### src/rtl/core_pkg.sv
package core_pkg;

    // ============================================================
    // Widths and basic types
    // ============================================================

    parameter int xlen = 32;

    typedef logic [4:0]      reg_addr_t;
    typedef logic [xlen-1:0] word_t;

    // ALU operations used by the supported subset.
    typedef enum logic [2:0] {
        alu_add = 3'd0,
        alu_sub = 3'd1,
        alu_and = 3'd2,
        alu_or  = 3'd3,
        alu_xor = 3'd4
    } alu_op_t;

    // ============================================================
    // RV32I encodings
    // ============================================================

    // Major opcodes in instruction bits [6:0].
    parameter logic [6:0] op_reg    = 7'b0110011;
    parameter logic [6:0] op_imm    = 7'b0010011;
    parameter logic [6:0] op_load   = 7'b0000011;
    parameter logic [6:0] op_store  = 7'b0100011;
    parameter logic [6:0] op_branch = 7'b1100011;

    // Funct3 values for R-type ALU operations.
    parameter logic [2:0] f3_add_sub = 3'b000;
    parameter logic [2:0] f3_xor     = 3'b100;
    parameter logic [2:0] f3_or      = 3'b110;
    parameter logic [2:0] f3_and     = 3'b111;

    // Funct3 values for branches.
    parameter logic [2:0] f3_beq = 3'b000;
    parameter logic [2:0] f3_bne = 3'b001;

    // Funct3 for word loads and stores.
    parameter logic [2:0] f3_word = 3'b010;

    // ADDI x0, x0, 0.
    parameter word_t nop_instr = 32'h0000_0013;

endpackage : core_pkg
### src/rtl/pipeline_core.sv
`timescale 1ns/1ns

module pipeline_core #(
    parameter core_pkg::word_t reset_pc = '0
) (
    input  logic                clk,
    input  logic                rstN,
    input  core_pkg::word_t     imem_data,
    input  logic                dmem_ready,
    input  core_pkg::word_t     dmem_rdata,
    output core_pkg::word_t     imem_addr,
    output logic                dmem_valid,
    output logic                dmem_we,
    output core_pkg::word_t     dmem_addr,
    output core_pkg::word_t     dmem_wdata,
    output logic                retire_valid,
    output core_pkg::reg_addr_t retire_rd,
    output core_pkg::word_t     retire_data
);

    // Fetch to decode.
    core_pkg::word_t     if_instr, if_pc;

    // Decode to execute.
    core_pkg::reg_addr_t ex_rs1, ex_rs2, ex_rd;
    core_pkg::word_t     ex_a, ex_b, ex_imm, ex_pc;
    core_pkg::alu_op_t   ex_alu_op;
    logic                ex_use_imm, ex_load, ex_store, ex_branch, ex_bne, ex_wen;

    // Execute to result.
    logic                mem_load, mem_store, mem_wen;
    core_pkg::reg_addr_t mem_rd;
    core_pkg::word_t     mem_alu, mem_wdata;
    logic                mem_done;

    // Write-back and control.
    logic                wb_en;
    core_pkg::reg_addr_t wb_rd;
    core_pkg::word_t     wb_data, branch_target;
    logic                take_branch, stall, pc_write, if_id_write, id_ex_enable;

    instr_fetch #(.reset_pc(reset_pc)) i_fetch (.*);

    instr_decode i_decode (.*);

    execute_stage i_execute (.*);

    result_stage i_result (.*);

    hazard_unit i_hazard (.*);

    // Every register write is an architectural retirement.
    assign retire_valid = wb_en;
    assign retire_rd    = wb_rd;
    assign retire_data  = wb_data;

endmodule : pipeline_core

### src/rtl/hazard_unit.sv
`timescale 1ns/1ns

module hazard_unit (
    input  logic clk,
    input  logic rstN,
    input  logic mem_load,
    input  logic mem_store,
    input  logic mem_done,
    input  logic take_branch,
    output logic pc_write,
    output logic if_id_write,
    output logic id_ex_enable,
    output logic stall
);

    typedef enum logic [2:0] {
        idle              = 3'd0,
        wait_accept_read  = 3'd1,
        read_wait         = 3'd2,
        wait_accept_write = 3'd3,
        write_wait        = 3'd4
    } state_t;

    state_t state, next_state;

    // ============================================================
    // Memory-wait FSM
    // ============================================================

    always_ff @(posedge clk) begin
        if (!rstN) begin
            state <= idle;
        end else begin
            state <= next_state;
        end
    end

    always_comb begin
        next_state = state;
        case (state)
            idle: begin
                if (mem_load && !mem_done) begin
                    next_state = wait_accept_read;
                end else if (mem_store && !mem_done) begin
                    next_state = wait_accept_write;
                end
            end
            // The memory cannot have finished in the first cycle of the request.
            wait_accept_read: begin
                next_state = mem_done ? idle : read_wait;
            end
            read_wait: begin
                if (mem_done) begin
                    next_state = idle;
                end
            end
            wait_accept_write: begin
                next_state = mem_done ? idle : write_wait;
            end
            write_wait: begin
                if (mem_done) begin
                    next_state = idle;
                end
            end
            default: begin
                next_state = idle;
            end
        endcase
    end

    // ============================================================
    // Pipeline controls
    // ============================================================

    // Release the front end in the cycle the access completes.
    assign stall = (mem_load || mem_store) && (next_state != idle);

    assign pc_write     = !stall;
    assign id_ex_enable = !stall;
    assign if_id_write  = !(stall || take_branch);

endmodule : hazard_unit

### src/rtl/result_stage.sv
`timescale 1ns/1ns

module result_stage (
    input  logic                clk,
    input  logic                rstN,
    input  logic                mem_load,
    input  logic                mem_store,
    input  logic                mem_wen,
    input  core_pkg::reg_addr_t mem_rd,
    input  core_pkg::word_t     mem_alu,
    input  core_pkg::word_t     mem_wdata,
    input  logic                dmem_ready,
    input  core_pkg::word_t     dmem_rdata,
    output logic                dmem_valid,
    output logic                dmem_we,
    output core_pkg::word_t     dmem_addr,
    output core_pkg::word_t     dmem_wdata,
    output logic                mem_done,
    output logic                wb_en,
    output core_pkg::reg_addr_t wb_rd,
    output core_pkg::word_t     wb_data
);

    logic mem_access;
    logic seen_ready_low;

    assign mem_access = mem_load || mem_store;

    // ============================================================
    // Data memory request
    // ============================================================

    // The execute/result register holds during the access,
    // so the request stays stable until completion.
    assign dmem_valid = mem_access;
    assign dmem_we    = mem_store;
    assign dmem_addr  = mem_alu;
    assign dmem_wdata = mem_wdata;

    // The memory drops ready once it has taken the request.
    always_ff @(posedge clk) begin
        if (!rstN) begin
            seen_ready_low <= 1'b0;
        end else if (mem_done) begin
            seen_ready_low <= 1'b0;
        end else if (mem_access && !dmem_ready) begin
            seen_ready_low <= 1'b1;
        end
    end

    // Ready rising again ends the access.
    assign mem_done = mem_access && seen_ready_low && dmem_ready;

    // ============================================================
    // Write-back
    // ============================================================

    // ALU results retire at once, loads only when the data arrives.
    assign wb_en   = mem_wen && (!mem_load || mem_done);
    assign wb_rd   = mem_rd;
    assign wb_data = mem_load ? dmem_rdata : mem_alu;

endmodule : result_stage

### src/rtl/execute_stage.sv
`timescale 1ns/1ns

module execute_stage (
    input  logic                clk,
    input  logic                rstN,
    input  logic                stall,
    input  core_pkg::reg_addr_t ex_rs1,
    input  core_pkg::reg_addr_t ex_rs2,
    input  core_pkg::word_t     ex_a,
    input  core_pkg::word_t     ex_b,
    input  core_pkg::word_t     ex_imm,
    input  core_pkg::word_t     ex_pc,
    input  core_pkg::reg_addr_t ex_rd,
    input  core_pkg::alu_op_t   ex_alu_op,
    input  logic                ex_use_imm,
    input  logic                ex_load,
    input  logic                ex_store,
    input  logic                ex_branch,
    input  logic                ex_bne,
    input  logic                ex_wen,
    input  logic                wb_en,
    input  core_pkg::reg_addr_t wb_rd,
    input  core_pkg::word_t     wb_data,
    output logic                take_branch,
    output core_pkg::word_t     branch_target,
    output logic                mem_load,
    output logic                mem_store,
    output logic                mem_wen,
    output core_pkg::reg_addr_t mem_rd,
    output core_pkg::word_t     mem_alu,
    output core_pkg::word_t     mem_wdata
);

    core_pkg::word_t fwd_a, fwd_b, alu_b, alu_result;
    logic            operands_equal;

    // Forwarding from the result stage.
    assign fwd_a = (wb_en && (wb_rd != '0) && (wb_rd == ex_rs1)) ? wb_data : ex_a;
    assign fwd_b = (wb_en && (wb_rd != '0) && (wb_rd == ex_rs2)) ? wb_data : ex_b;

    assign alu_b = ex_use_imm ? ex_imm : fwd_b;

    always_comb begin
        case (ex_alu_op)
            core_pkg::alu_sub: alu_result = fwd_a - alu_b;
            core_pkg::alu_and: alu_result = fwd_a & alu_b;
            core_pkg::alu_or:  alu_result = fwd_a | alu_b;
            core_pkg::alu_xor: alu_result = fwd_a ^ alu_b;
            default:           alu_result = fwd_a + alu_b;
        endcase
    end

    // ============================================================
    // Branch resolution
    // ============================================================

    assign operands_equal = (fwd_a == fwd_b);
    assign branch_target  = ex_pc + ex_imm;

    // The branch waits while a memory access holds the pipeline.
    assign take_branch = ex_branch && (operands_equal != ex_bne) && !stall;

    // ============================================================
    // Execute/result register
    // ============================================================

    always_ff @(posedge clk) begin
        if (!rstN) begin
            mem_load  <= 1'b0;
            mem_store <= 1'b0;
            mem_wen   <= 1'b0;
        end else if (!stall) begin
            mem_load  <= ex_load;
            mem_store <= ex_store;
            mem_wen   <= ex_wen && !ex_branch;
        end
    end

    always_ff @(posedge clk) begin
        if (!stall) begin
            mem_rd    <= ex_rd;
            mem_alu   <= alu_result;
            mem_wdata <= fwd_b;
        end
    end

endmodule : execute_stage

### src/rtl/instr_decode.sv
`timescale 1ns/1ns

module instr_decode (
    input  logic                clk,
    input  logic                rstN,
    input  core_pkg::word_t     if_instr,
    input  core_pkg::word_t     if_pc,
    input  logic                id_ex_enable,
    input  logic                take_branch,
    input  logic                wb_en,
    input  core_pkg::reg_addr_t wb_rd,
    input  core_pkg::word_t     wb_data,
    output core_pkg::reg_addr_t ex_rs1,
    output core_pkg::reg_addr_t ex_rs2,
    output core_pkg::word_t     ex_a,
    output core_pkg::word_t     ex_b,
    output core_pkg::word_t     ex_imm,
    output core_pkg::word_t     ex_pc,
    output core_pkg::reg_addr_t ex_rd,
    output core_pkg::alu_op_t   ex_alu_op,
    output logic                ex_use_imm,
    output logic                ex_load,
    output logic                ex_store,
    output logic                ex_branch,
    output logic                ex_bne,
    output logic                ex_wen
);

    logic [6:0]          opcode;
    logic [2:0]          funct3;
    core_pkg::reg_addr_t rs1, rs2, rd;
    core_pkg::word_t     imm_i, imm_s, imm_b, imm;
    core_pkg::word_t     rdata1, rdata2;
    core_pkg::alu_op_t   alu_op;
    logic                is_reg, is_imm, is_load, is_store, is_branch;
    logic                wen, use_imm;
    core_pkg::word_t     regs [32];

    // ============================================================
    // Field extraction and control decode
    // ============================================================

    assign opcode = if_instr[6:0];
    assign rd     = if_instr[11:7];
    assign funct3 = if_instr[14:12];
    assign rs1    = if_instr[19:15];
    assign rs2    = if_instr[24:20];

    assign is_reg    = (opcode == core_pkg::op_reg);
    assign is_imm    = (opcode == core_pkg::op_imm) && (funct3 == core_pkg::f3_add_sub);
    assign is_load   = (opcode == core_pkg::op_load) && (funct3 == core_pkg::f3_word);
    assign is_store  = (opcode == core_pkg::op_store) && (funct3 == core_pkg::f3_word);
    assign is_branch = (opcode == core_pkg::op_branch) &&
                       ((funct3 == core_pkg::f3_beq) || (funct3 == core_pkg::f3_bne));

    // Writes to x0 are dropped here so they never reach the retire port.
    assign wen     = (is_reg || is_imm || is_load) && (rd != '0);
    assign use_imm = is_imm || is_load || is_store;

    always_comb begin
        alu_op = core_pkg::alu_add;
        if (is_reg) begin
            case (funct3)
                core_pkg::f3_add_sub: alu_op = if_instr[30] ? core_pkg::alu_sub
                                                            : core_pkg::alu_add;
                core_pkg::f3_xor:     alu_op = core_pkg::alu_xor;
                core_pkg::f3_or:      alu_op = core_pkg::alu_or;
                core_pkg::f3_and:     alu_op = core_pkg::alu_and;
                default:              alu_op = core_pkg::alu_add;
            endcase
        end
    end

    // Immediates.
    assign imm_i = {{20{if_instr[31]}}, if_instr[31:20]};
    assign imm_s = {{20{if_instr[31]}}, if_instr[31:25], if_instr[11:7]};
    assign imm_b = {{19{if_instr[31]}}, if_instr[31], if_instr[7],
                    if_instr[30:25], if_instr[11:8], 1'b0};

    always_comb begin
        if (is_store) begin
            imm = imm_s;
        end else if (is_branch) begin
            imm = imm_b;
        end else begin
            imm = imm_i;
        end
    end

    // ============================================================
    // Register file
    // ============================================================

    always_ff @(posedge clk) begin
        if (wb_en && (wb_rd != '0)) begin
            regs[wb_rd] <= wb_data;
        end
    end

    // The value retiring this cycle is seen here through write-through.
    always_comb begin
        rdata1 = regs[rs1];
        if (rs1 == '0) begin
            rdata1 = '0;
        end else if (wb_en && (wb_rd == rs1)) begin
            rdata1 = wb_data;
        end
    end

    always_comb begin
        rdata2 = regs[rs2];
        if (rs2 == '0) begin
            rdata2 = '0;
        end else if (wb_en && (wb_rd == rs2)) begin
            rdata2 = wb_data;
        end
    end

    // ============================================================
    // Decode/execute register
    // ============================================================

    always_ff @(posedge clk) begin
        if (!rstN) begin
            ex_load   <= 1'b0;
            ex_store  <= 1'b0;
            ex_branch <= 1'b0;
            ex_bne    <= 1'b0;
            ex_wen    <= 1'b0;
        end else if (take_branch) begin
            // Squash the instruction behind the branch.
            ex_load   <= 1'b0;
            ex_store  <= 1'b0;
            ex_branch <= 1'b0;
            ex_bne    <= 1'b0;
            ex_wen    <= 1'b0;
        end else if (id_ex_enable) begin
            ex_load   <= is_load;
            ex_store  <= is_store;
            ex_branch <= is_branch;
            ex_bne    <= (funct3 == core_pkg::f3_bne);
            ex_wen    <= wen;
        end
    end

    always_ff @(posedge clk) begin
        if (id_ex_enable) begin
            ex_rs1     <= rs1;
            ex_rs2     <= rs2;
            ex_a       <= rdata1;
            ex_b       <= rdata2;
            ex_imm     <= imm;
            ex_pc      <= if_pc;
            ex_rd      <= rd;
            ex_alu_op  <= alu_op;
            ex_use_imm <= use_imm;
        end
    end

endmodule : instr_decode

### src/rtl/instr_fetch.sv
`timescale 1ns/1ns

module instr_fetch #(
    parameter core_pkg::word_t reset_pc = '0
) (
    input  logic            clk,
    input  logic            rstN,
    input  logic            pc_write,
    input  logic            if_id_write,
    input  logic            take_branch,
    input  core_pkg::word_t branch_target,
    input  core_pkg::word_t imem_data,
    output core_pkg::word_t imem_addr,
    output core_pkg::word_t if_instr,
    output core_pkg::word_t if_pc
);

    core_pkg::word_t pc;

    // Instruction memory is combinational, so the PC is the fetch address.
    assign imem_addr = pc;

    // Program counter.
    always_ff @(posedge clk) begin
        if (!rstN) begin
            pc <= reset_pc;
        end else if (take_branch) begin
            pc <= branch_target;
        end else if (pc_write) begin
            pc <= pc + 32'd4;
        end
    end

    // ============================================================
    // Fetch/decode register
    // ============================================================

    // A taken branch squashes the word fetched in the same cycle.
    always_ff @(posedge clk) begin
        if (!rstN) begin
            if_instr <= core_pkg::nop_instr;
        end else if (take_branch) begin
            if_instr <= core_pkg::nop_instr;
        end else if (if_id_write) begin
            if_instr <= imem_data;
        end
    end

    always_ff @(posedge clk) begin
        if (if_id_write) begin
            if_pc <= pc;
        end
    end

endmodule : instr_fetch

### config.mk
export PLATFORM = sky130hd
export DESIGN_NAME = pipeline_core
export DESIGN_NICKNAME = d
export VERILOG_FILES = /design/src/rtl/core_pkg.sv /design/src/rtl/pipeline_core.sv /design/src/rtl/hazard_unit.sv /design/src/rtl/result_stage.sv /design/src/rtl/execute_stage.sv /design/src/rtl/instr_decode.sv /design/src/rtl/instr_fetch.sv
export SDC_FILE = /design/constraint.sdc
export NUM_CORES = 2
export LEC_CHECK = 0
export BUFFER_PORTS_ARGS = -buffer_cell sky130_fd_sc_hd__buf_4
export CAP_MARGIN = 30
export CORE_ASPECT_RATIO = 1.5
export CORE_MARGIN = 5
export CORE_UTILIZATION = 55
export DETAILED_ROUTE_END_ITERATION = 10
export PLACE_DENSITY = 0.72
export SLEW_MARGIN = 20
export SYNTH_ARGS = -nofsm -noshare
export SYNTH_HDL_FRONTEND = slang
export SYNTH_HIERARCHICAL = 1
export SYNTH_SLANG_ARGS = --single-unit
export TNS_END_PERCENT = 1
### constraint.sdc
create_clock -name clk -period 8.85 [get_ports clk]
set_input_delay 0.885 -clock clk [delete_from_list [all_inputs] [get_ports clk]]
set_output_delay 0.885 -clock clk [all_outputs]
set_load 0.05 [all_outputs]
After elaboration in Yosys (flattened, before gate mapping)
Memory sizes are Yosys's and may differ from the RTL's. A register that Yosys moved wholly into a read port is not among the register bits.
Cells that the tools add are included.
{"block": "word_totals", "regBits": 241, "ram_bits": 1024, "in_bits": 67, "out_inout_bits": 136, "n_memories": 1}
{"block": "classes", "addsub": 4, "n_eq_ne": 23, "mux": 19, "n_bitwise": 4, "reduce_logical": 43}
{"memory": "i_decode.regs", "words": 32, "word_bits": 32, "read_ports": 2, "rd_ports_with_merged_regs": 2, "write_ports": 1, "line_no": "instr_decode.sv:37", "source": "core_pkg::word_t regs [32];"}
{"cell": "32-bit two-way mux", "count": 6}
{"cell": "32-bit one-hot mux with 4 select lines", "count": 1}
{"cell": "32-bit adder", "count": 2}
{"cell": "32-bit by 3-bit adder with 32-bit output (second input constant)", "count": 1}
{"cell": "32-bit AND", "count": 1}
{"cell": "32-bit equality test", "count": 1}
{"cell": "32-bit bitwise OR", "count": 1}
{"cell": "32-bit subtractor", "count": 1}
{"cell": "32-bit bitwise XOR", "count": 1}
{"cell": "12-bit two-way mux", "count": 2}
{"cell": "3-bit one-hot mux with 4 select lines", "count": 2}
{"cell": "1-bit logical AND", "count": 18}
{"cell": "3-bit by 2-bit equality test with 1-bit output (second input constant)", "count": 5}
{"cell": "3-bit equality test (second input constant)", "count": 5}
{"cell": "7-bit by 6-bit equality test with 1-bit output (second input constant)", "count": 2}
{"cell": "3-bit two-way mux", "count": 4}
{"cell": "5-bit equality test", "count": 2}
{"cell": "5-bit logical NOT", "count": 2}
{"cell": "5-bit nonzero test", "count": 2}
{"cell": "3-bit by 1-bit equality test with 1-bit output (second input constant)", "count": 3}
{"cell": "1-bit logical OR", "count": 8}
{"cell": "7-bit by 2-bit equality test with 1-bit output (second input constant)", "count": 1}
{"cell": "7-bit by 5-bit equality test with 1-bit output (second input constant)", "count": 1}
{"cell": "7-bit equality test (second input constant)", "count": 1}
{"cell": "other kinds (9)", "count": 20}

Longest topological paths before layout
{"block": "logic_depth", "word_depth": 13, "mapped_depth": 25, "depth_no_buf": 22}

Cells and area by module
The synthesis kept the hierarchy.
{"mod": "instr_decode", "instances": 1, "cells_per_inst": 3105, "area_each_um2": 52869.5, "seq_area_each_um2": 34693.3}
{"mod": "execute_stage", "instances": 1, "cells_per_inst": 1131, "area_each_um2": 9625.5, "seq_area_each_um2": 2132.0}
{"mod": "instr_fetch", "instances": 1, "cells_per_inst": 382, "area_each_um2": 4035.1, "seq_area_each_um2": 2242.2}
{"mod": "result_stage", "instances": 1, "cells_per_inst": 113, "area_each_um2": 1097.3, "seq_area_each_um2": 20.0}
{"mod": "hazard_unit", "instances": 1, "cells_per_inst": 20, "area_each_um2": 180.2, "seq_area_each_um2": 60.1}

Least setup slack after synthesis
No wires, ideal clock.
{"block": "synth_timing", "path_type": "input-to-reg", "from": "input port dmem_ready", "to": "register i_fetch.if_instr[4]", "setup_ps": 137, "t_arrival_ps": 8017, "required_time_ps": 8713, "slack_ps": 696, "path_stages": 18, "n_path_buf": 4, "cell_sequence": "nand2_1 -> a21boi_0 -> o21ai_0 -> nor4_1 -> clkbuf_1 -> clkbuf_1 -> mux2i_1 -> xnor2_1 -> nor4_1 -> nand4_1 -> nor3_1 -> xor2_1 -> and3_1 -> a21oi_1 -> clkbuf_1 -> buf_1 -> mux2i_1 -> nand3_1"}
{"block": "synth_via", "elab_chain_len": 11}
{"item": "start, declared", "line_no": "pipeline_core.sv:9", "source": "input logic dmem_ready,"}
{"item": "1-bit logical AND *", "line_no": "result_stage.sv:52", "source": "assign mem_done = mem_access && seen_ready_low && dmem_ready;"}
{"item": "1-bit logical OR *", "line_no": "result_stage.sv:59", "source": "assign wb_en = mem_wen && (!mem_load || mem_done);"}
{"item": "1-bit logical AND *", "line_no": "result_stage.sv:59"}
{"item": "via retire_valid", "line_no": "pipeline_core.sv:16", "source": "output logic retire_valid,"}
{"item": "1-bit logical AND *", "line_no": "execute_stage.sv:38, execute_stage.sv:39"}
{"item": "1-bit logical AND, on equally long branches", "line_no": "execute_stage.sv:38, execute_stage.sv:39"}
{"item": "32-bit two-way mux, on equally long branches", "line_no": "execute_stage.sv:38, execute_stage.sv:39"}
{"item": "32-bit equality test *", "line_no": "execute_stage.sv:57", "source": "assign operands_equal = (fwd_a == fwd_b);"}
{"item": "1-bit inequality test *", "line_no": "execute_stage.sv:61", "source": "assign take_branch = ex_branch && (operands_equal != ex_bne) && !stall;"}
{"item": "1-bit logical AND * (2 in series)", "line_no": "execute_stage.sv:61"}
{"item": "via take_branch", "line_no": "pipeline_core.sv:40", "source": "logic take_branch, stall, pc_write, if_id_write, id_ex_enable;"}
{"item": "2-bit OR reduction (no source line) / 1-bit logical OR (equally long branches)"}
{"item": "end signal, assigned", "line_no": "instr_fetch.sv:41", "source": "if_instr <= core_pkg::nop_instr;"}
{"item": "end signal, assigned", "line_no": "instr_fetch.sv:43", "source": "if_instr <= core_pkg::nop_instr;"}
{"item": "end signal, assigned", "line_no": "instr_fetch.sv:45", "source": "if_instr <= imem_data;"}
{"item": "end, declared", "line_no": "instr_fetch.sv:14", "source": "output core_pkg::word_t if_instr,"}
Mark *: on every way through the listed nets, which the timed path passes. The rest lies on a longest branch.
A chain may end at the register's enable or synchronous reset.

Worst setup path after layout
{"block": "layout_timing", "from": "register i_execute.mem_rd[1]", "to": "register i_execute.mem_alu[30], data pin"}
{"block": "layout_via", "elab_chain_len": 7}
{"item": "start, declared", "line_no": "execute_stage.sv:29", "source": "output core_pkg::reg_addr_t mem_rd,"}
{"item": "start signal, assigned", "line_no": "execute_stage.sv:81", "source": "mem_rd <= ex_rd;"}
{"item": "5-bit nonzero test", "line_no": "execute_stage.sv:39", "source": "assign fwd_b = (wb_en && (wb_rd != '0) && (wb_rd == ex_rs2)) ? wb_data : ex_b;"}
{"item": "1-bit logical AND", "line_no": "execute_stage.sv:39"}
{"item": "1-bit logical AND *", "line_no": "execute_stage.sv:39"}
{"item": "32-bit two-way mux *", "line_no": "execute_stage.sv:39"}
{"item": "via i_execute.fwd_b[1]", "line_no": "execute_stage.sv:34", "source": "core_pkg::word_t fwd_a, fwd_b, alu_b, alu_result;"}
{"item": "32-bit two-way mux *", "line_no": "execute_stage.sv:41", "source": "assign alu_b = ex_use_imm ? ex_imm : fwd_b;"}
{"item": "32-bit adder / 32-bit subtractor (equally long branches)", "line_no": "execute_stage.sv:49, execute_stage.sv:45"}
{"item": "32-bit one-hot mux with 4 select lines *", "line_no": "execute_stage.sv:44", "source": "case (ex_alu_op)"}
{"item": "via i_execute.alu_result[30]", "line_no": "execute_stage.sv:34"}
{"item": "end signal, assigned", "line_no": "execute_stage.sv:82", "source": "mem_alu <= alu_result;"}
{"item": "end, declared", "line_no": "execute_stage.sv:30", "source": "output core_pkg::word_t mem_alu,"}
Marks and branches as above.

==> flow_metrics.py <==
metrics = {
    "synth": {
        "synth_seq_cells": 1329,
        "ys.warnings.count": 6,
        "synth_ff_type": "edfxtp_1",
        "syn_avg_cell_area_um2": 14.27,
        "synth_cell_types": 93,
        "synth_area_mm2": 0.06781,
        "syn_inst": 4751,
        "synth-edff-count": 1253,
        "seq_area_frac_synth": 0.5773,
        "async_flop_share": 0,
    },
    "place": {
        "dp.cells": 6287,
        "dp_hpwl_um": 133600,
        "io_buffer_count": 202,
        "gp_routability_congestion": 0.9969,
    },
    "min_path": {
        "min_path_type": "in2reg",
    },
    "die": {
        "coreArea_mm2": 0.1224,
        "ios": 203,
        "die-area_mm2": 0.1306,
        "start_util": 0.5541,
        "rows": 157,
        "die_y_um": 440.0,
        "die_w_um": 296.7,
    },
    "route": {
        "vias_per_cell": 6.988,
        "dr_wl_met3_um": 22550,
        "wl_met1_um": 73100,
        "wl_met2_um": 105500,
        "drt-pass1-iter-count": 7,
        "drc": 0,
        "vias": 45570,
        "drtAntennaViolNets": 0,
        "wl_per_cell_um": 33.50,
        "first_iter_violations": 5670,
        "drt-total-wl_um": 218400,
        "top_layer": "met5",
    },
    "grt": {
        "track_usage": 0.3274,
        "grt_pass1_vias": 45550,
        "grt_pass1_wl_um": 309400,
        "antenna_found_initial": 13,
        "overflow": 0,
        "grt_max_degree": 121,
    },
    "clocking": {
        "clk_pin_slew_ns": 0.07,
        "postCtsSetupBuffers": 0,
        "clkSinkCount": 1329,
        "htreeDepth": 3,
        "worstSkewPairLatency_ns": 0.76,
        "cts_tree": "yes",
        "post_cts_resized": 0,
        "numCtsBuffers": 119,
        "cts-root-buf": "clkbuf_16",
        "hold_buffers": 0,
        "clock_path_buffers": 3,
    },
    "critical_path": {
        "endpoint": "i_execute/mem_alu[30]",
        "path_class": "reg2reg",
        "reg2regPathDepth": 23,
        "path_max_fanout": 24,
        "crit_start": "i_execute/mem_rd[1]",
        "regToRegSetupSlack_ns": 1.28,
        "cp-start-kind": "register",
        "critPathArrivalTime_ns": 8.06,
        "worst_ep_required_time_ns": 9.33,
        "endpoint_kind": "register",
        "r2r_end": "i_execute/mem_alu[30]",
        "r2r_start": "i_execute/mem_rd[1]",
    },
    "power": {
        "cellPowerDensity_mw_per_mm2": 234.7,
        "ir_drop_mv": 0.3008,
        "power_leakage_nw": 25.75,
    },
    "sta": {
        "relSlewSlack": 0.2311,
        "fin_crit_sh": 0.8556,
        "timing.final.crit_period_ns": 7.572,
        "rsz0062_at_grt": "no",
        "hold_viol": 0,
        "tightest_slew_ns": 1.143,
        "fmax_mhz": 132.1,
        "finalSetupTns_ns": 0,
        "setup_viol": 0,
        "clock-skew-final_ns": 0.03093,
        "slew_violations": 0,
    },
    "layout": {
        "fin_cells": 6521,
        "nets": 5022,
        "drive_gt1_frac": 0.2001,
        "final_cell_mix": "edfxtp_1 (1253), mux2i_1 (636), buf_4 (308)",
        "final_common_cell": "edfxtp_1",
        "synthToLayoutAreaGrowth_pct": 10.07,
    },
    "flow_run": {
        "drv_cap": 0,
    },
    "status": {
        "run_status": "finished clean",
    },
}
[stage by stage]
step / area (um^2) / util / hold slack (ns) / power [mW] / setup slack (ns)
after floorplan: 67920 / - / 0.4003 / 10.88 / 0.6963
final: 74640 / 0.6099 / 0.3781 / 17.51 / 1.278
after global routing: 74630 / 0.6098 / 0.3836 / 18.00 / 0.9787
after detailed placement: 70630 / 0.5771 / 0.4045 / 12.27 / 1.347
after global placement: 70600 / 0.5769 / 0.4003 / 12.22 / 1.302
after CTS: 74540 / 0.6091 / 0.3336 / 17.46 / 1.484
[flip-flops by register name, summed over array words and instances, names as in the netlist, 3 cells and up]
signal and count:
i_decode/ex_rd 5, i_execute/mem_alu 32, i_decode/ex_rs1 5, i_hazard/state 3, i_decode/ex_alu_op 3, i_execute/mem_rd 5
i_fetch/imem_addr 32, i_decode/ex_pc 32, i_fetch/if_pc 32, i_execute/mem_wdata 32, i_decode/regs 1024, i_decode/ex_a 32
i_decode/ex_b 32, i_decode/ex_rs2 5, i_fetch/if_instr 32, i_decode/ex_imm 13
[how the worst min path moves through the flow]
stage                      startpoint              endpoint  slack [ns]  cells after the start
global placement    i_fetch/if_pc[25]    i_decode/ex_pc[25]        0.40                      0
finish                   imem_data[5]   i_fetch/if_instr[5]        0.38                      3
CTS                      imem_data[5]   i_fetch/if_instr[5]        0.33                      3
floorplan            i_fetch/if_pc[0]     i_decode/ex_pc[0]        0.40                      0
detailed placement  i_fetch/if_pc[24]    i_decode/ex_pc[24]        0.40                      0
global route            imem_data[15]  i_fetch/if_instr[15]        0.38                      3
[power breakdown]
part | internal, mW | leakage [nW] | switching, mW | total [mW]
Sequential | 7.89 | 12.5 | 0.199 | 8.09
Combinational | 1.18 | 11.4 | 2.98 | 4.16
Clock | 2.93 | 1.89 | 2.33 | 5.27
[cell type report]
class	instances	area (um^2)
timing repair buffer	325	2529
inverter	99	371.6
clock inverter	74	720.7
multi-input combinational	2951	26640
fill	9183	47750
clock buffer	145	3192
sequential	1329	39170
tap	1590	1989
antenna	8	20.02
[metal layers]
layer,GRT usage,vias to the layer above
met5,0,-
met4,0.2130,4
met3,0.06981,779
met2,0.5433,2934
met1,0.3856,22890
li1,-,18970
[cell usage after synthesis, drive strengths merged (24+ instances only)]
cell type  count  area, um^2
a211oi        44       335.3
a21o          24       180.2
a21oi        240        1201
a221o         26       260.3
a22oi        238        1787
a32o          32       320.3
buf          235        1495
clkbuf       168       631.9
dfxtp         76        1521
edfxtp      1253       37630
ha           128        1602
inv           98       367.9
mux2         147        1760
mux2i        636        6366
mux4         221        4977
nand2        166       628.1
nand2b        31       193.9
nand3        102       515.5
nor2         169       639.4
nor3          29       145.1
nor4          42       275.3
o211ai        24       180.2
o21ai         87       435.4
o22ai         45       281.5
xnor2        113       989.7
xor2          38       332.8
[cell families after synthesis]
| group | synth area share |
|---|---|
| AO/OA/AOI/OAI | 0.09719 |
| XOR/XNOR | 0.01950 |
| adder cells (fa/ha/maj) | 0.02421 |
| buffers and inverters | 0.03685 |
| flip-flops | 0.5773 |
| multiplexers | 0.1933 |
| other | 0.00005530 |
| AND/OR/NAND/NOR | 0.05161 |
[worst max-delay path, cell delays in order (launching register included)]
cell	delay, ns
edfxtp_1	0.59
or4_4	0.62
o211a_1	0.23
buf_4	0.21
nand2_1	0.08
buf_4	0.34
mux2_2	0.42
o21ai_0	0.50
ha_1	0.31
and3b_1	0.37
nand4_1	0.25
and3_1	0.27
nor2_1	0.09
ha_1	0.29
a211o_1	0.32
a21oi_1	0.21
nand2_1	0.12
a2111oi_0	0.74
o31ai_1	0.18
o211ai_1	0.48
nand4_1	0.21
a31oi_1	0.24
xor2_1	0.15
o21ai_0	0.07
Note: power is estimated with default switching activity, not from simulation.
